--- src/verilog/ex_defs.svh ---
// widths and encodings shared by the execute stage RTL and its testbench, include where needed
`ifndef EX_DEFS_SVH
`define EX_DEFS_SVH

// datapath
`define XLEN        32
`define INST_W      32
`define REG_AW      5

// instruction fields
`define OPC_W       7
`define F3_W        3

// funct7 of the M extension
`define F7_MULDIV   7'b0000001

// one quotient bit per cycle
`define DIV_STEPS   `XLEN

`endif

--- src/verilog/ex_pkg.sv ---
// opcode and funct3 enums plus the packed buses between the execute stage blocks
`include "ex_defs.svh"

package ex_pkg;

    typedef enum logic [`OPC_W-1:0] {
        OPC_NOP    = 7'b0000001,
        OPC_LOAD   = 7'b0000011,
        OPC_FENCE  = 7'b0001111,
        OPC_OP_IMM = 7'b0010011,
        OPC_AUIPC  = 7'b0010111,
        OPC_STORE  = 7'b0100011,
        OPC_OP     = 7'b0110011,
        OPC_LUI    = 7'b0110111,
        OPC_BRANCH = 7'b1100011,
        OPC_JALR   = 7'b1100111,
        OPC_JAL    = 7'b1101111
    } opcode_e;

    typedef enum logic [`F3_W-1:0] {
        ALU_ADD  = 3'b000,  // add or sub
        ALU_SLL  = 3'b001,
        ALU_SLT  = 3'b010,
        ALU_SLTU = 3'b011,
        ALU_XOR  = 3'b100,
        ALU_SR   = 3'b101,  // srl or sra
        ALU_OR   = 3'b110,
        ALU_AND  = 3'b111
    } alu_f3_e;

    typedef enum logic [`F3_W-1:0] {
        MEM_B  = 3'b000,
        MEM_H  = 3'b001,
        MEM_W  = 3'b010,
        MEM_BU = 3'b100,
        MEM_HU = 3'b101
    } mem_f3_e;

    typedef enum logic [`F3_W-1:0] {
        BR_EQ  = 3'b000,
        BR_NE  = 3'b001,
        BR_LT  = 3'b100,
        BR_GE  = 3'b101,
        BR_LTU = 3'b110,
        BR_GEU = 3'b111
    } br_f3_e;

    typedef enum logic [`F3_W-1:0] {
        MD_MUL    = 3'b000,
        MD_MULH   = 3'b001,
        MD_MULHSU = 3'b010,
        MD_MULHU  = 3'b011,
        MD_DIV    = 3'b100,
        MD_DIVU   = 3'b101,
        MD_REM    = 3'b110,
        MD_REMU   = 3'b111
    } md_f3_e;

    typedef enum logic [1:0] {
        DIV_IDLE = 2'b00,
        DIV_CALC = 2'b01,
        DIV_DONE = 2'b10
    } div_state_e;

    typedef struct packed {
        logic               we;
        logic [`REG_AW-1:0] waddr;
        logic [`XLEN-1:0]   wdata;
    } reg_wb_t;

    typedef struct packed {
        logic             req;
        logic             we;
        logic [`XLEN-1:0] addr;
        logic [`XLEN-1:0] wdata;
    } mem_req_t;

    typedef struct packed {
        logic             hold;
        logic             jump;
        logic [`XLEN-1:0] jump_addr;
    } flow_t;

    typedef struct packed {
        logic               start;
        md_f3_e             op;
        logic [`XLEN-1:0]   dividend;
        logic [`XLEN-1:0]   divisor;
        logic [`REG_AW-1:0] rd;
    } div_req_t;

    typedef struct packed {
        logic               busy;
        logic               ready;   // one cycle, result valid
        logic [`XLEN-1:0]   result;
        logic [`REG_AW-1:0] rd;
    } div_rsp_t;

endpackage

--- src/verilog/alu.sv ---
// combinational integer ALU for OP and OP_IMM, also gives the compares used by branches
`timescale 1ns/10ps
`include "ex_defs.svh"

module alu import ex_pkg::*; (
    input  logic [`XLEN-1:0] op1_i,
    input  logic [`XLEN-1:0] op2_i,
    input  logic [`XLEN-1:0] reg1_rdata_i,
    input  logic [`XLEN-1:0] reg2_rdata_i,
    input  alu_f3_e          f3_i,
    input  logic             alt_i,        // inst bit 30
    input  logic             imm_form_i,
    input  logic [4:0]       shamt_i,
    output logic [`XLEN-1:0] result_o,
    output logic             lt_o,
    output logic             ltu_o,
    output logic             eq_o
);

    logic [4:0]       sh;
    logic [`XLEN-1:0] srl_res;
    logic [`XLEN-1:0] sr_mask;
    logic [`XLEN-1:0] sra_res;
    logic             do_sub;

    // shift amount from the immediate or from rs2
    assign sh = imm_form_i ? shamt_i : reg2_rdata_i[4:0];

    assign srl_res = reg1_rdata_i >> sh;
    assign sr_mask = {`XLEN{1'b1}} >> sh;
    // sign fill into the bits the mask clears
    assign sra_res = srl_res | ({`XLEN{reg1_rdata_i[`XLEN-1]}} & ~sr_mask);

    assign lt_o  = $signed(op1_i) < $signed(op2_i);
    assign ltu_o = op1_i < op2_i;
    assign eq_o  = (op1_i == op2_i);

    assign do_sub = alt_i && !imm_form_i;   // addi has no sub form

    always_comb begin
        case (f3_i)
            ALU_ADD: begin
                result_o = do_sub ? (op1_i - op2_i) : (op1_i + op2_i);
            end
            ALU_SLL: begin
                result_o = reg1_rdata_i << sh;
            end
            ALU_SLT: begin
                result_o = {{(`XLEN-1){1'b0}}, lt_o};
            end
            ALU_SLTU: begin
                result_o = {{(`XLEN-1){1'b0}}, ltu_o};
            end
            ALU_XOR: begin
                result_o = op1_i ^ op2_i;
            end
            ALU_SR: begin
                result_o = alt_i ? sra_res : srl_res;
            end
            ALU_OR: begin
                result_o = op1_i | op2_i;
            end
            default: begin
                result_o = op1_i & op2_i;
            end
        endcase
    end

endmodule

--- src/verilog/mul_unit.sv ---
// combinational 32x32 multiplier for MUL, MULH, MULHSU and MULHU, used by the execute stage
`timescale 1ns/10ps
`include "ex_defs.svh"

module mul_unit import ex_pkg::*; (
    input  logic [`XLEN-1:0] a_i,
    input  logic [`XLEN-1:0] b_i,
    input  md_f3_e           f3_i,
    output logic [`XLEN-1:0] result_o
);

    logic                     a_signed;
    logic                     b_signed;
    logic                     a_neg;
    logic                     b_neg;
    logic [`XLEN-1:0]         a_mag;
    logic [`XLEN-1:0]         b_mag;
    logic [2*`XLEN-1:0]       prod;
    logic [2*`XLEN-1:0]       prod_fix;

    // low half of mul is the same for any signedness
    assign a_signed = (f3_i == MD_MUL) || (f3_i == MD_MULH) || (f3_i == MD_MULHSU);
    assign b_signed = (f3_i == MD_MUL) || (f3_i == MD_MULH);

    assign a_neg = a_signed && a_i[`XLEN-1];
    assign b_neg = b_signed && b_i[`XLEN-1];

    assign a_mag = a_neg ? (~a_i + 1'b1) : a_i;
    assign b_mag = b_neg ? (~b_i + 1'b1) : b_i;

    assign prod     = a_mag * b_mag;   // unsigned magnitudes
    assign prod_fix = (a_neg ^ b_neg) ? (~prod + 1'b1) : prod;

    assign result_o = (f3_i == MD_MUL) ? prod_fix[`XLEN-1:0] : prod_fix[2*`XLEN-1:`XLEN];

endmodule

--- src/verilog/div_unit.sv ---
// iterative restoring divider for DIV, DIVU, REM and REMU, started and drained by the execute stage
`timescale 1ns/10ps
`include "ex_defs.svh"

module div_unit import ex_pkg::*; (
    input  logic     clk,
    input  logic     rst_n_i,
    input  div_req_t req_i,
    output div_rsp_t rsp_o
);

    localparam int CNT_W = $clog2(`DIV_STEPS);

    div_state_e         state;
    logic [CNT_W-1:0]   cnt;
    md_f3_e             op_q;
    logic [`REG_AW-1:0] rd_q;
    logic [`XLEN-1:0]   dividend_q;   // as issued, for divide by zero
    logic [`XLEN-1:0]   divisor_q;    // magnitude
    logic [`XLEN-1:0]   quo_q;
    logic [`XLEN-1:0]   rem_q;
    logic               neg_quo_q;
    logic               neg_rem_q;
    logic               by_zero_q;

    logic               is_signed;
    logic               accept;
    logic               done;
    logic [`XLEN:0]     trial;
    logic [`XLEN:0]     diff;
    logic [`XLEN-1:0]   quo_fix;
    logic [`XLEN-1:0]   rem_fix;
    logic [`XLEN-1:0]   result;

    assign is_signed = (req_i.op == MD_DIV) || (req_i.op == MD_REM);
    assign accept    = (state == DIV_IDLE) && req_i.start;
    assign done      = (state == DIV_DONE);

    // shift next dividend bit into the partial remainder, try to subtract
    assign trial = {rem_q, quo_q[`XLEN-1]};
    assign diff  = trial - {1'b0, divisor_q};

    always_ff @(posedge clk) begin
        if (!rst_n_i) begin
            state <= DIV_IDLE;
            cnt   <= '0;
        end else begin
            case (state)
                DIV_IDLE: begin
                    cnt <= '0;
                    if (req_i.start) begin
                        state <= DIV_CALC;
                    end
                end
                DIV_CALC: begin
                    cnt <= cnt + 1'b1;
                    if (cnt == CNT_W'(`DIV_STEPS - 1)) begin
                        state <= DIV_DONE;
                    end
                end
                default: begin
                    state <= DIV_IDLE;   // done lasts one cycle
                end
            endcase
        end
    end

    always_ff @(posedge clk) begin
        if (accept) begin
            op_q       <= req_i.op;
            rd_q       <= req_i.rd;
            dividend_q <= req_i.dividend;
            divisor_q  <= (is_signed && req_i.divisor[`XLEN-1]) ? (~req_i.divisor + 1'b1)
                                                                 : req_i.divisor;
            quo_q      <= (is_signed && req_i.dividend[`XLEN-1]) ? (~req_i.dividend + 1'b1)
                                                                 : req_i.dividend;
            rem_q      <= '0;
            neg_quo_q  <= is_signed && (req_i.dividend[`XLEN-1] ^ req_i.divisor[`XLEN-1]);
            neg_rem_q  <= is_signed && req_i.dividend[`XLEN-1];
            by_zero_q  <= (req_i.divisor == '0);
        end else if (state == DIV_CALC) begin
            if (!diff[`XLEN]) begin
                rem_q <= diff[`XLEN-1:0];
                quo_q <= {quo_q[`XLEN-2:0], 1'b1};
            end else begin
                rem_q <= trial[`XLEN-1:0];   // restore
                quo_q <= {quo_q[`XLEN-2:0], 1'b0};
            end
        end
    end

    // most negative / -1 falls out of the magnitude path as dividend, rem 0
    always_comb begin
        quo_fix = neg_quo_q ? (~quo_q + 1'b1) : quo_q;
        rem_fix = neg_rem_q ? (~rem_q + 1'b1) : rem_q;
        if (by_zero_q) begin
            quo_fix = '1;
            rem_fix = dividend_q;
        end
        if ((op_q == MD_DIV) || (op_q == MD_DIVU)) begin
            result = quo_fix;
        end else begin
            result = rem_fix;
        end
    end

    assign rsp_o.busy   = (state == DIV_CALC);
    assign rsp_o.ready  = done;
    assign rsp_o.result = done ? result : '0;
    assign rsp_o.rd     = done ? rd_q : '0;

endmodule

--- src/verilog/lsu_align.sv ---
// byte lane steering for the execute stage, extends loads and merges stores into the read word
`timescale 1ns/10ps
`include "ex_defs.svh"

module lsu_align import ex_pkg::*; (
    input  mem_f3_e          f3_i,
    input  logic [1:0]       offset_i,
    input  logic [`XLEN-1:0] rdata_i,
    input  logic [`XLEN-1:0] store_data_i,
    output logic [`XLEN-1:0] load_data_o,
    output logic [`XLEN-1:0] store_word_o
);

    logic [7:0]  byte_lane;
    logic [15:0] half_lane;

    assign byte_lane = rdata_i[{offset_i, 3'b000} +: 8];
    assign half_lane = offset_i[1] ? rdata_i[31:16] : rdata_i[15:0];   // halfword aligned

    always_comb begin
        case (f3_i)
            MEM_B: begin
                load_data_o = {{(`XLEN-8){byte_lane[7]}}, byte_lane};
            end
            MEM_BU: begin
                load_data_o = {{(`XLEN-8){1'b0}}, byte_lane};
            end
            MEM_H: begin
                load_data_o = {{(`XLEN-16){half_lane[15]}}, half_lane};
            end
            MEM_HU: begin
                load_data_o = {{(`XLEN-16){1'b0}}, half_lane};
            end
            default: begin
                load_data_o = rdata_i;
            end
        endcase
    end

    // other lanes keep what memory returned
    always_comb begin
        store_word_o = rdata_i;
        case (f3_i)
            MEM_B: begin
                store_word_o[{offset_i, 3'b000} +: 8] = store_data_i[7:0];
            end
            MEM_H: begin
                store_word_o[{offset_i[1], 4'b0000} +: 16] = store_data_i[15:0];
            end
            default: begin
                store_word_o = store_data_i;   // full word
            end
        endcase
    end

endmodule

--- src/verilog/ex.sv ---
// execute stage top, one instruction per cycle, drives write-back, memory request and fetch control
`timescale 1ns/10ps
`include "ex_defs.svh"

module ex import ex_pkg::*; (
    input  logic               clk,
    input  logic               rst_n_i,
    input  logic [`INST_W-1:0] inst_i,
    input  logic [`XLEN-1:0]   inst_addr_i,
    input  logic               reg_we_i,
    input  logic [`XLEN-1:0]   reg1_rdata_i,
    input  logic [`XLEN-1:0]   reg2_rdata_i,
    input  logic [`XLEN-1:0]   op1_i,
    input  logic [`XLEN-1:0]   op2_i,
    input  logic [`XLEN-1:0]   op1_jump_i,
    input  logic [`XLEN-1:0]   op2_jump_i,
    input  logic [`XLEN-1:0]   mem_rdata_i,
    output reg_wb_t            wb_o,
    output mem_req_t           mem_o,
    output flow_t              flow_o
);

    opcode_e            opcode;
    logic [`F3_W-1:0]   funct3;
    logic [6:0]         funct7;
    logic [`REG_AW-1:0] rd;
    logic               is_md;
    logic               is_div;
    logic               is_load;
    logic               is_store;
    logic               no_wb;
    logic               br_taken;
    logic               lt;
    logic               ltu;
    logic               eq;
    logic [`XLEN-1:0]   add_res;
    logic [`XLEN-1:0]   jump_sum;
    logic [`XLEN-1:0]   alu_res;
    logic [`XLEN-1:0]   mul_res;
    logic [`XLEN-1:0]   load_data;
    logic [`XLEN-1:0]   store_word;
    logic [`XLEN-1:0]   wb_data;
    div_req_t           div_req;
    div_rsp_t           div_rsp;

    assign opcode = opcode_e'(inst_i[6:0]);
    assign funct3 = inst_i[14:12];
    assign funct7 = inst_i[31:25];
    assign rd     = inst_i[11:7];

    assign is_md    = (opcode == OPC_OP) && (funct7 == `F7_MULDIV);
    assign is_div   = is_md && funct3[2];
    assign is_load  = (opcode == OPC_LOAD);
    assign is_store = (opcode == OPC_STORE);

    assign add_res  = op1_i + op2_i;   // mem address, link, lui/auipc
    assign jump_sum = op1_jump_i + op2_jump_i;

    alu alu_i (
        .op1_i        (op1_i),
        .op2_i        (op2_i),
        .reg1_rdata_i (reg1_rdata_i),
        .reg2_rdata_i (reg2_rdata_i),
        .f3_i         (alu_f3_e'(funct3)),
        .alt_i        (inst_i[30]),
        .imm_form_i   (opcode == OPC_OP_IMM),
        .shamt_i      (inst_i[24:20]),
        .result_o     (alu_res),
        .lt_o         (lt),
        .ltu_o        (ltu),
        .eq_o         (eq)
    );

    mul_unit mul_i (
        .a_i      (reg1_rdata_i),
        .b_i      (reg2_rdata_i),
        .f3_i     (md_f3_e'(funct3)),
        .result_o (mul_res)
    );

    lsu_align lsu_i (
        .f3_i         (mem_f3_e'(funct3)),
        .offset_i     (add_res[1:0]),
        .rdata_i      (mem_rdata_i),
        .store_data_i (reg2_rdata_i),
        .load_data_o  (load_data),
        .store_word_o (store_word)
    );

    assign div_req.start    = is_div;   // unit ignores it unless idle
    assign div_req.op       = md_f3_e'(funct3);
    assign div_req.dividend = reg1_rdata_i;
    assign div_req.divisor  = reg2_rdata_i;
    assign div_req.rd       = rd;

    div_unit div_i (
        .clk     (clk),
        .rst_n_i (rst_n_i),
        .req_i   (div_req),
        .rsp_o   (div_rsp)
    );

    always_comb begin
        case (br_f3_e'(funct3))
            BR_EQ:   br_taken = eq;
            BR_NE:   br_taken = !eq;
            BR_LT:   br_taken = lt;
            BR_GE:   br_taken = !lt;
            BR_LTU:  br_taken = ltu;
            BR_GEU:  br_taken = !ltu;
            default: br_taken = 1'b0;
        endcase
        br_taken = br_taken && (opcode == OPC_BRANCH);
    end

    always_comb begin
        case (opcode)
            OPC_OP_IMM: wb_data = alu_res;
            OPC_OP:     wb_data = is_md ? (is_div ? '0 : mul_res) : alu_res;
            OPC_LOAD:   wb_data = load_data;
            OPC_JAL, OPC_JALR, OPC_LUI, OPC_AUIPC: begin
                wb_data = add_res;
            end
            default:    wb_data = '0;
        endcase
    end

    assign no_wb = is_store || (opcode == OPC_BRANCH) || (opcode == OPC_FENCE) || is_div;

    always_comb begin
        wb_o.we    = reg_we_i && !no_wb;
        wb_o.waddr = rd;
        wb_o.wdata = wb_data;
        if (div_rsp.ready) begin   // divide completion wins
            wb_o.we    = 1'b1;
            wb_o.waddr = div_rsp.rd;
            wb_o.wdata = div_rsp.result;
        end
    end

    assign mem_o.req   = is_load || is_store;
    assign mem_o.we    = is_store;
    assign mem_o.addr  = mem_o.req ? add_res : '0;
    assign mem_o.wdata = is_store ? store_word : '0;

    // divide re-fetches from the jump target once it completes
    assign flow_o.hold      = is_div || div_rsp.busy;
    assign flow_o.jump      = br_taken || (opcode == OPC_JAL) || (opcode == OPC_JALR)
                              || (opcode == OPC_FENCE) || is_div;
    assign flow_o.jump_addr = flow_o.jump ? jump_sum : inst_addr_i;   // no redirect, echo pc

endmodule

--- config.mk ---
export PLATFORM = sky130hd
export DESIGN_NAME = ex
export DESIGN_NICKNAME = d
export VERILOG_FILES = /design/src/verilog/ex_pkg.sv /design/src/verilog/alu.sv /design/src/verilog/mul_unit.sv /design/src/verilog/div_unit.sv /design/src/verilog/lsu_align.sv /design/src/verilog/ex.sv
export VERILOG_INCLUDE_DIRS = /design/src /design/src/verilog
export SDC_FILE = /design/constraint.sdc
export NUM_CORES = 2
export LEC_CHECK = 0
export BUFFER_PORTS_ARGS = -buffer_cell sky130_fd_sc_hd__buf_2
export CAP_MARGIN = 5
export CORE_AREA = 4 4 320 322
export CTS_CLUSTER_DIAMETER = 40
export DETAILED_ROUTE_END_ITERATION = 6
export DIE_AREA = 0 0 324 326
export PLACE_DENSITY = 0.79
export SYNTH_ARGS = -nofsm -noshare
export SYNTH_HDL_FRONTEND = slang
export SYNTH_SLANG_ARGS = --single-unit
--- constraint.sdc ---
create_clock -name clk -period 36.8 [get_ports clk]
set_input_delay 11.04 -clock clk [delete_from_list [all_inputs] [get_ports clk]]
set_output_delay 11.04 -clock clk [all_outputs]
set_load 0.02 [all_outputs]
# Word-level counts from Yosys, hierarchy flattened
# Index checks and enable logic that the tools add are counted.
# Widths: inputs -> output; s select.
[totals]
word_cells = 145
output_inout_bits = 138
inputBits = 291
reg_bits = 146
[classes]
n_bitwise = 13
shift = 8
mux = 36
n_addsub = 12
mul = 1
eq_ne = 26
magnitude_cmp = 2
n_reduce_logical = 36
[ops]
columns = ["operator", "n"]
rows = [
  ["$mux 32", 20],
  ["$pmux 32 s4", 2],
  ["$pmux 32 s7", 1],
  ["$not 32->32", 5],
  ["$add 32x1->32 const B", 4],
  ["$add 32x32->32", 2],
  ["$add 64x1->64 const B", 1],
  ["$and 32x32->32", 2],
  ["$bwmux 32", 2],
  ["$lt 32x32->1", 2],
  ["$mul 32x32->64", 1],
  ["$mux 64", 1],
  ["$not 64->64", 1],
  ["$or 32x32->32", 2],
  ["$pmux 32 s2", 1],
  ["$mux 38", 1],
  ["$sub 33x32->33", 1],
  ["$eq 32x32->1", 1],
  ["$logic_not 32->1", 1],
  ["$shift 16x7->32 const A", 1],
  ["$shift 8x7->32 const A", 1],
  ["$shiftx 16x7->32", 1],
  ["$shiftx 32x6->8", 1],
  ["$shiftx 8x7->32", 1],
  ["other kinds (37)", 78],
]

# Logic depth before layout (Yosys ltp)
[depth]
depth_word = 14
mapped_depth = 48
mapped_depth_nobuf = 42

# Modules after synthesis
# A second synthesis with hierarchy kept.
[hier_totals]
hier_cells = 8320
hier_area_um2 = 64081.5
[by_module_without_submodules]
columns = ["module", "instances", "cells_per_inst", "area_each_um2", "seq_area_each_um2"]
rows = [
  ["mul_unit", 1, 4532, 36998.0, 0.0],
  ["div_unit", 1, 1201, 10536.4, 3963.8],
  ["alu", 1, 1420, 9192.6, 0.0],
  ["ex", 1, 873, 5520.3, 0.0],
  ["lsu_align", 1, 294, 1834.3, 0.0],
]

# Worst setup path after synthesis
# No wires, ideal clock.
[synth_timing]
kind = "input to output"
startpoint = "in reg2_rdata_i[0]"
endpoint = "out wb_o[31] (netlist bit)"
path_stages = 44
n_path_buf = 5
slack_ps = 3242
t_arrival_ps = 22518
cell_sequence = "clkbuf_1 -> clkbuf_1 -> inv_1 -> ha_1 -> nand2_1 -> nor3_1 -> nor3b_2 -> nand2_1 -> or4b_1 -> or3_1 -> or4_1 -> clkbuf_1 -> or4_1 -> nand2_1 -> xnor2_1 -> clkbuf_1 -> nand2_1 -> fa_1 -> (+8 left out) -> inv_1 -> fa_1 -> fa_1 -> inv_1 -> ha_1 -> clkbuf_1 -> nand2_1 -> o21ai_1 -> o21a_1 -> inv_1 -> a2111oi_2 -> nor4_1 -> a2111oi_0 -> nor3b_1 -> and3_2 -> a311o_1 -> mux2i_1 -> a2111o_1"
[synth_lines]
columns = ["element", "line_no", "source"]
rows = [
  ["start, declared", "ex.sv:12", "input logic [`XLEN-1:0] reg2_rdata_i,"],
  ["end, declared", "ex.sv:18", "output reg_wb_t wb_o,"],
]

==> results.tsv <==
stage	metric	value	unit
status	outcome	complete, but fails checks	
status	violations	design-rule violations	
worst_setup_path	max_stage_delay	0.87	ns
cts	cts_tree	done	
logic_synthesis	yosysSeqAreaShare	0.0669	
timing	tightest_slew	1.37	ns
layout	area_growth_syn_to_layout	7.76	%
logic_synthesis	synth_seq_cells	145	
floorplanning	start_util	0.595	
worst_setup_path	criticalPathCategory	primary input to output pin	
logic_synthesis	synthTopCellsByArea	fa_1, ha_1, inv_1	
worst_setup_path	crit_path_frequent_cell	fa_1	
grt	grt_max_degree	70	
timing	rsz0062_at_grt	false	
logic_synthesis	synth_top_cell_by_area	fa_1	
detailed_routing	via_count	59900	
place	hpwlAfterDp	209	mm
layout	fin_nets	9358	
logic_synthesis	synth_cell_type_count	114	
worst_setup_path	crit_required	25.76	ns
grt	grt_pass1_vias	59000	
worst_setup_path	crit_path_end_kind	output pin	
timing	finalSetupTns	0	ns
detailed_routing	wl_per_cell	28.9	um
cts	cts_buffers	17	
place	io_buffers	423	
timing	period_share	0.984	
detailed_routing	drtIter0Drc	7793	
grt	antenna_found_initial	38	
detailed_routing	drtPass1Iterations	7	
timing	max_freq	0.0276	GHz
grt	overflow	0	
job	drv_cap	0	
cts	root_buffer	clkbuf_16	
worst_setup_path	cp_max_fo	9	
detailed_routing	via_per_inst	6.60	
worst_setup_path	startpoint	reg2_rdata_i[3]	
detailed_routing	wirelength	262	mm
logic_synthesis	yosysWarnings	0	
floorplanning	die_w	324	um
layout	nFillCells	8553	
cts	clk_pin_slew	0.07	ns
cts	cts_sinks	145	
hold_path	min_from	div_i.cnt[4]	
detailed_routing	drcViolationCount	24	
floorplanning	rows	116	
detailed_routing	antenna_left	0	
timing	slew-limit-headroom	0.0802	
layout	drive_above_1_share	0.108	
grt	grt_pass1_wl	380	mm
hold_path	hp-class	flop to flop	
worst_setup_path	critical_path.startpoint_type	primary input	
timing	hold_violations	0	
cts	post_cts_buffers	0	
logic_synthesis	syn_nets	9201	
worst_setup_path	r2r_start	div_i.quo_q[31]	
worst_setup_path	arrival	25.16	ns
floorplanning	core	99600	sq um
logic_synthesis	netlist_area	59200	sq um
timing	finClkSkew	0.0120	ns
timing	report.final.slew_viol_count	0	
timing	finalSetupViolations	0	
place	gp_congestion	1.08	
logic_synthesis	yosysTopAreaCellShare	0.304	
cts	cts.path.max_buffers	2	
logic_synthesis	synth_cells	7576	
floorplanning	die-height	326	um
floorplanning	io_pins	429	
grt	track_usage	0.489	
floorplanning	dieArea	106000	sq um
logic_synthesis	avgSynthCellArea	7.82	sq um
logic_synthesis	synth_flop_cell	edfxtp_1	
logic_synthesis	postSynth.asyncResetShare	0	
logic_synthesis	synth-edff-count	106	
cts	h-tree-depth	4	
timing	post-route-min-period	36.20	ns
worst_setup_path	crit_slowest_cell	xnor2_1	
cts	clock_latency	0.45	ns
-- placed cells by master, fill, tap and decap left out, drive strengths merged, types with 74 or more instances in the layout --
cell type / synthesis / layout
a21o: 74 / 74
a21oi: 387 / 387
buf: 62 / 600
edfxtp: 106 / 106
fa: 900 / 900
ha: 434 / 434
inv: 1101 / 1109
mux2i: 119 / 119
nand2: 931 / 931
nand3: 78 / 78
nor2: 1021 / 1021
nor3: 96 / 96
o21ai: 361 / 361
xnor2: 244 / 244
xor2: 197 / 197
-- per-stage QoR --
step / utilization / std cells / hold slack [ns] / area (sq um) / worst slack [ns]
2_1_floorplan: - / 7576 / 0.485 / 59200 / 3.24
3_3_place_gp: 0.634 / 9011 / 0.523 / 63200 / 1.23
3_5_place_dp: 0.634 / 9011 / 0.529 / 63200 / 1.04
4_1_cts: 0.640 / 9043 / 0.548 / 63700 / 0.922
5_1_grt: 0.640 / 9056 / 0.566 / 63800 / 0.0741
6_report: 0.641 / 9071 / 0.544 / 63800 / 0.601
-- logic make-up (layout without fill, tap and decap cells) --
family	Yosys count	after routing	share of synthesized area
buffers and inverters	1565	1735	0.100
AND/OR/NAND/NOR	2487	2487	0.181
adder cells (fa/ha/maj)	1334	1334	0.396
AO/OA/AOI/OAI	1415	1415	0.154
multiplexers	189	189	0.0357
other	0	27	0
XOR/XNOR	441	441	0.0654
flip-flops	145	145	0.0669
-- state kept, by name, summed over array words and instances, names as in the netlist --
signal,flops
div_i.dividend_q,32
div_i.divisor_q,32
div_i.quo_q,32
div_i.rem_q,32
div_i.cnt,5
div_i.rd_q,5
div_i.op_q,2
div_i.state,2
div_i.by_zero_q,1
div_i.neg_quo_q,1
div_i.neg_rem_q,1
-- cell type report --
type	instances	area, sq um	area share
Timing Repair Buffer	600	3450	0.0541
Sequential cell	145	3960	0.0621
Clock inverter	15	123	0.00192
Clock buffer	17	425	0.00667
Tap cell	1298	1620	0.0255
Multi-Input combinational cell	5866	50000	0.784
Antenna cell	27	67.6	0.00106
Inverter	1103	4140	0.0649
-- routing by layer --
| layer | up-vias | share of wire | track usage |
|---|---|---|---|
| li1 | 25000 | - | - |
| met1 | 28900 | 0.35 | 0.598 |
| met2 | 4647 | 0.42 | 0.705 |
| met3 | 1236 | 0.16 | 0.217 |
| met4 | 32 | 0.079 | 0.305 |
| met5 | - | 0.0014 | 0.00694 |
-- Yosys cell counts (29+ instances only) --
cell,number
o21a_1,35
a31oi_1,58
a21oi_1,377
nand2b_1,36
a21o_1,74
o211ai_1,58
and3_1,33
buf_1,32
or3_1,50
a211oi_1,67
xnor2_1,244
dfxtp_1,39
o221ai_1,29
nor2b_1,40
ha_1,434
nor2_1,1021
fa_1,900
nand4_1,36
o21bai_1,33
edfxtp_1,106
nand3_1,78
nor3_1,92
o21ai_0,346
mux2i_1,119
nand2_1,931
clkbuf_1,400
mux2_2,57
inv_1,1101
and2_1,38
o31ai_1,45
xor2_1,196
-- worst paths after layout --
| check | slack [ns] | endpoint | cells past startpoint |
|---|---|---|---|
| worst max-delay path | 0.60 | wb_o[10] | 37 |
| worst min-delay path | 0.54 | div_i.cnt[4] | 2 |
| worst max register to register | 31.81 | div_i.rem_q[20] | 17 |
| worst min register to register | 0.54 | div_i.cnt[4] | 2 |
-- worst max-delay path, delay by kind of cell --
family,cells,cell delay [ns]
simple gates,11,4.89
fa+ha+maj,9,4.47
xor+xnor,3,1.38
buf+inv,6,1.10
compound gates,8,2.26
-- what timing repair did --
item                                   4_1_cts  5_1_grt
gates resized for setup                      0        1
hold buffers                                 0        0
setup endpoints to repair                    0        1
endpoints found under the hold margin        0        0
Power is left out: the tool's default activity adds up to more than one toggle a clock period on the data nets, which glitch-free logic cannot reach.
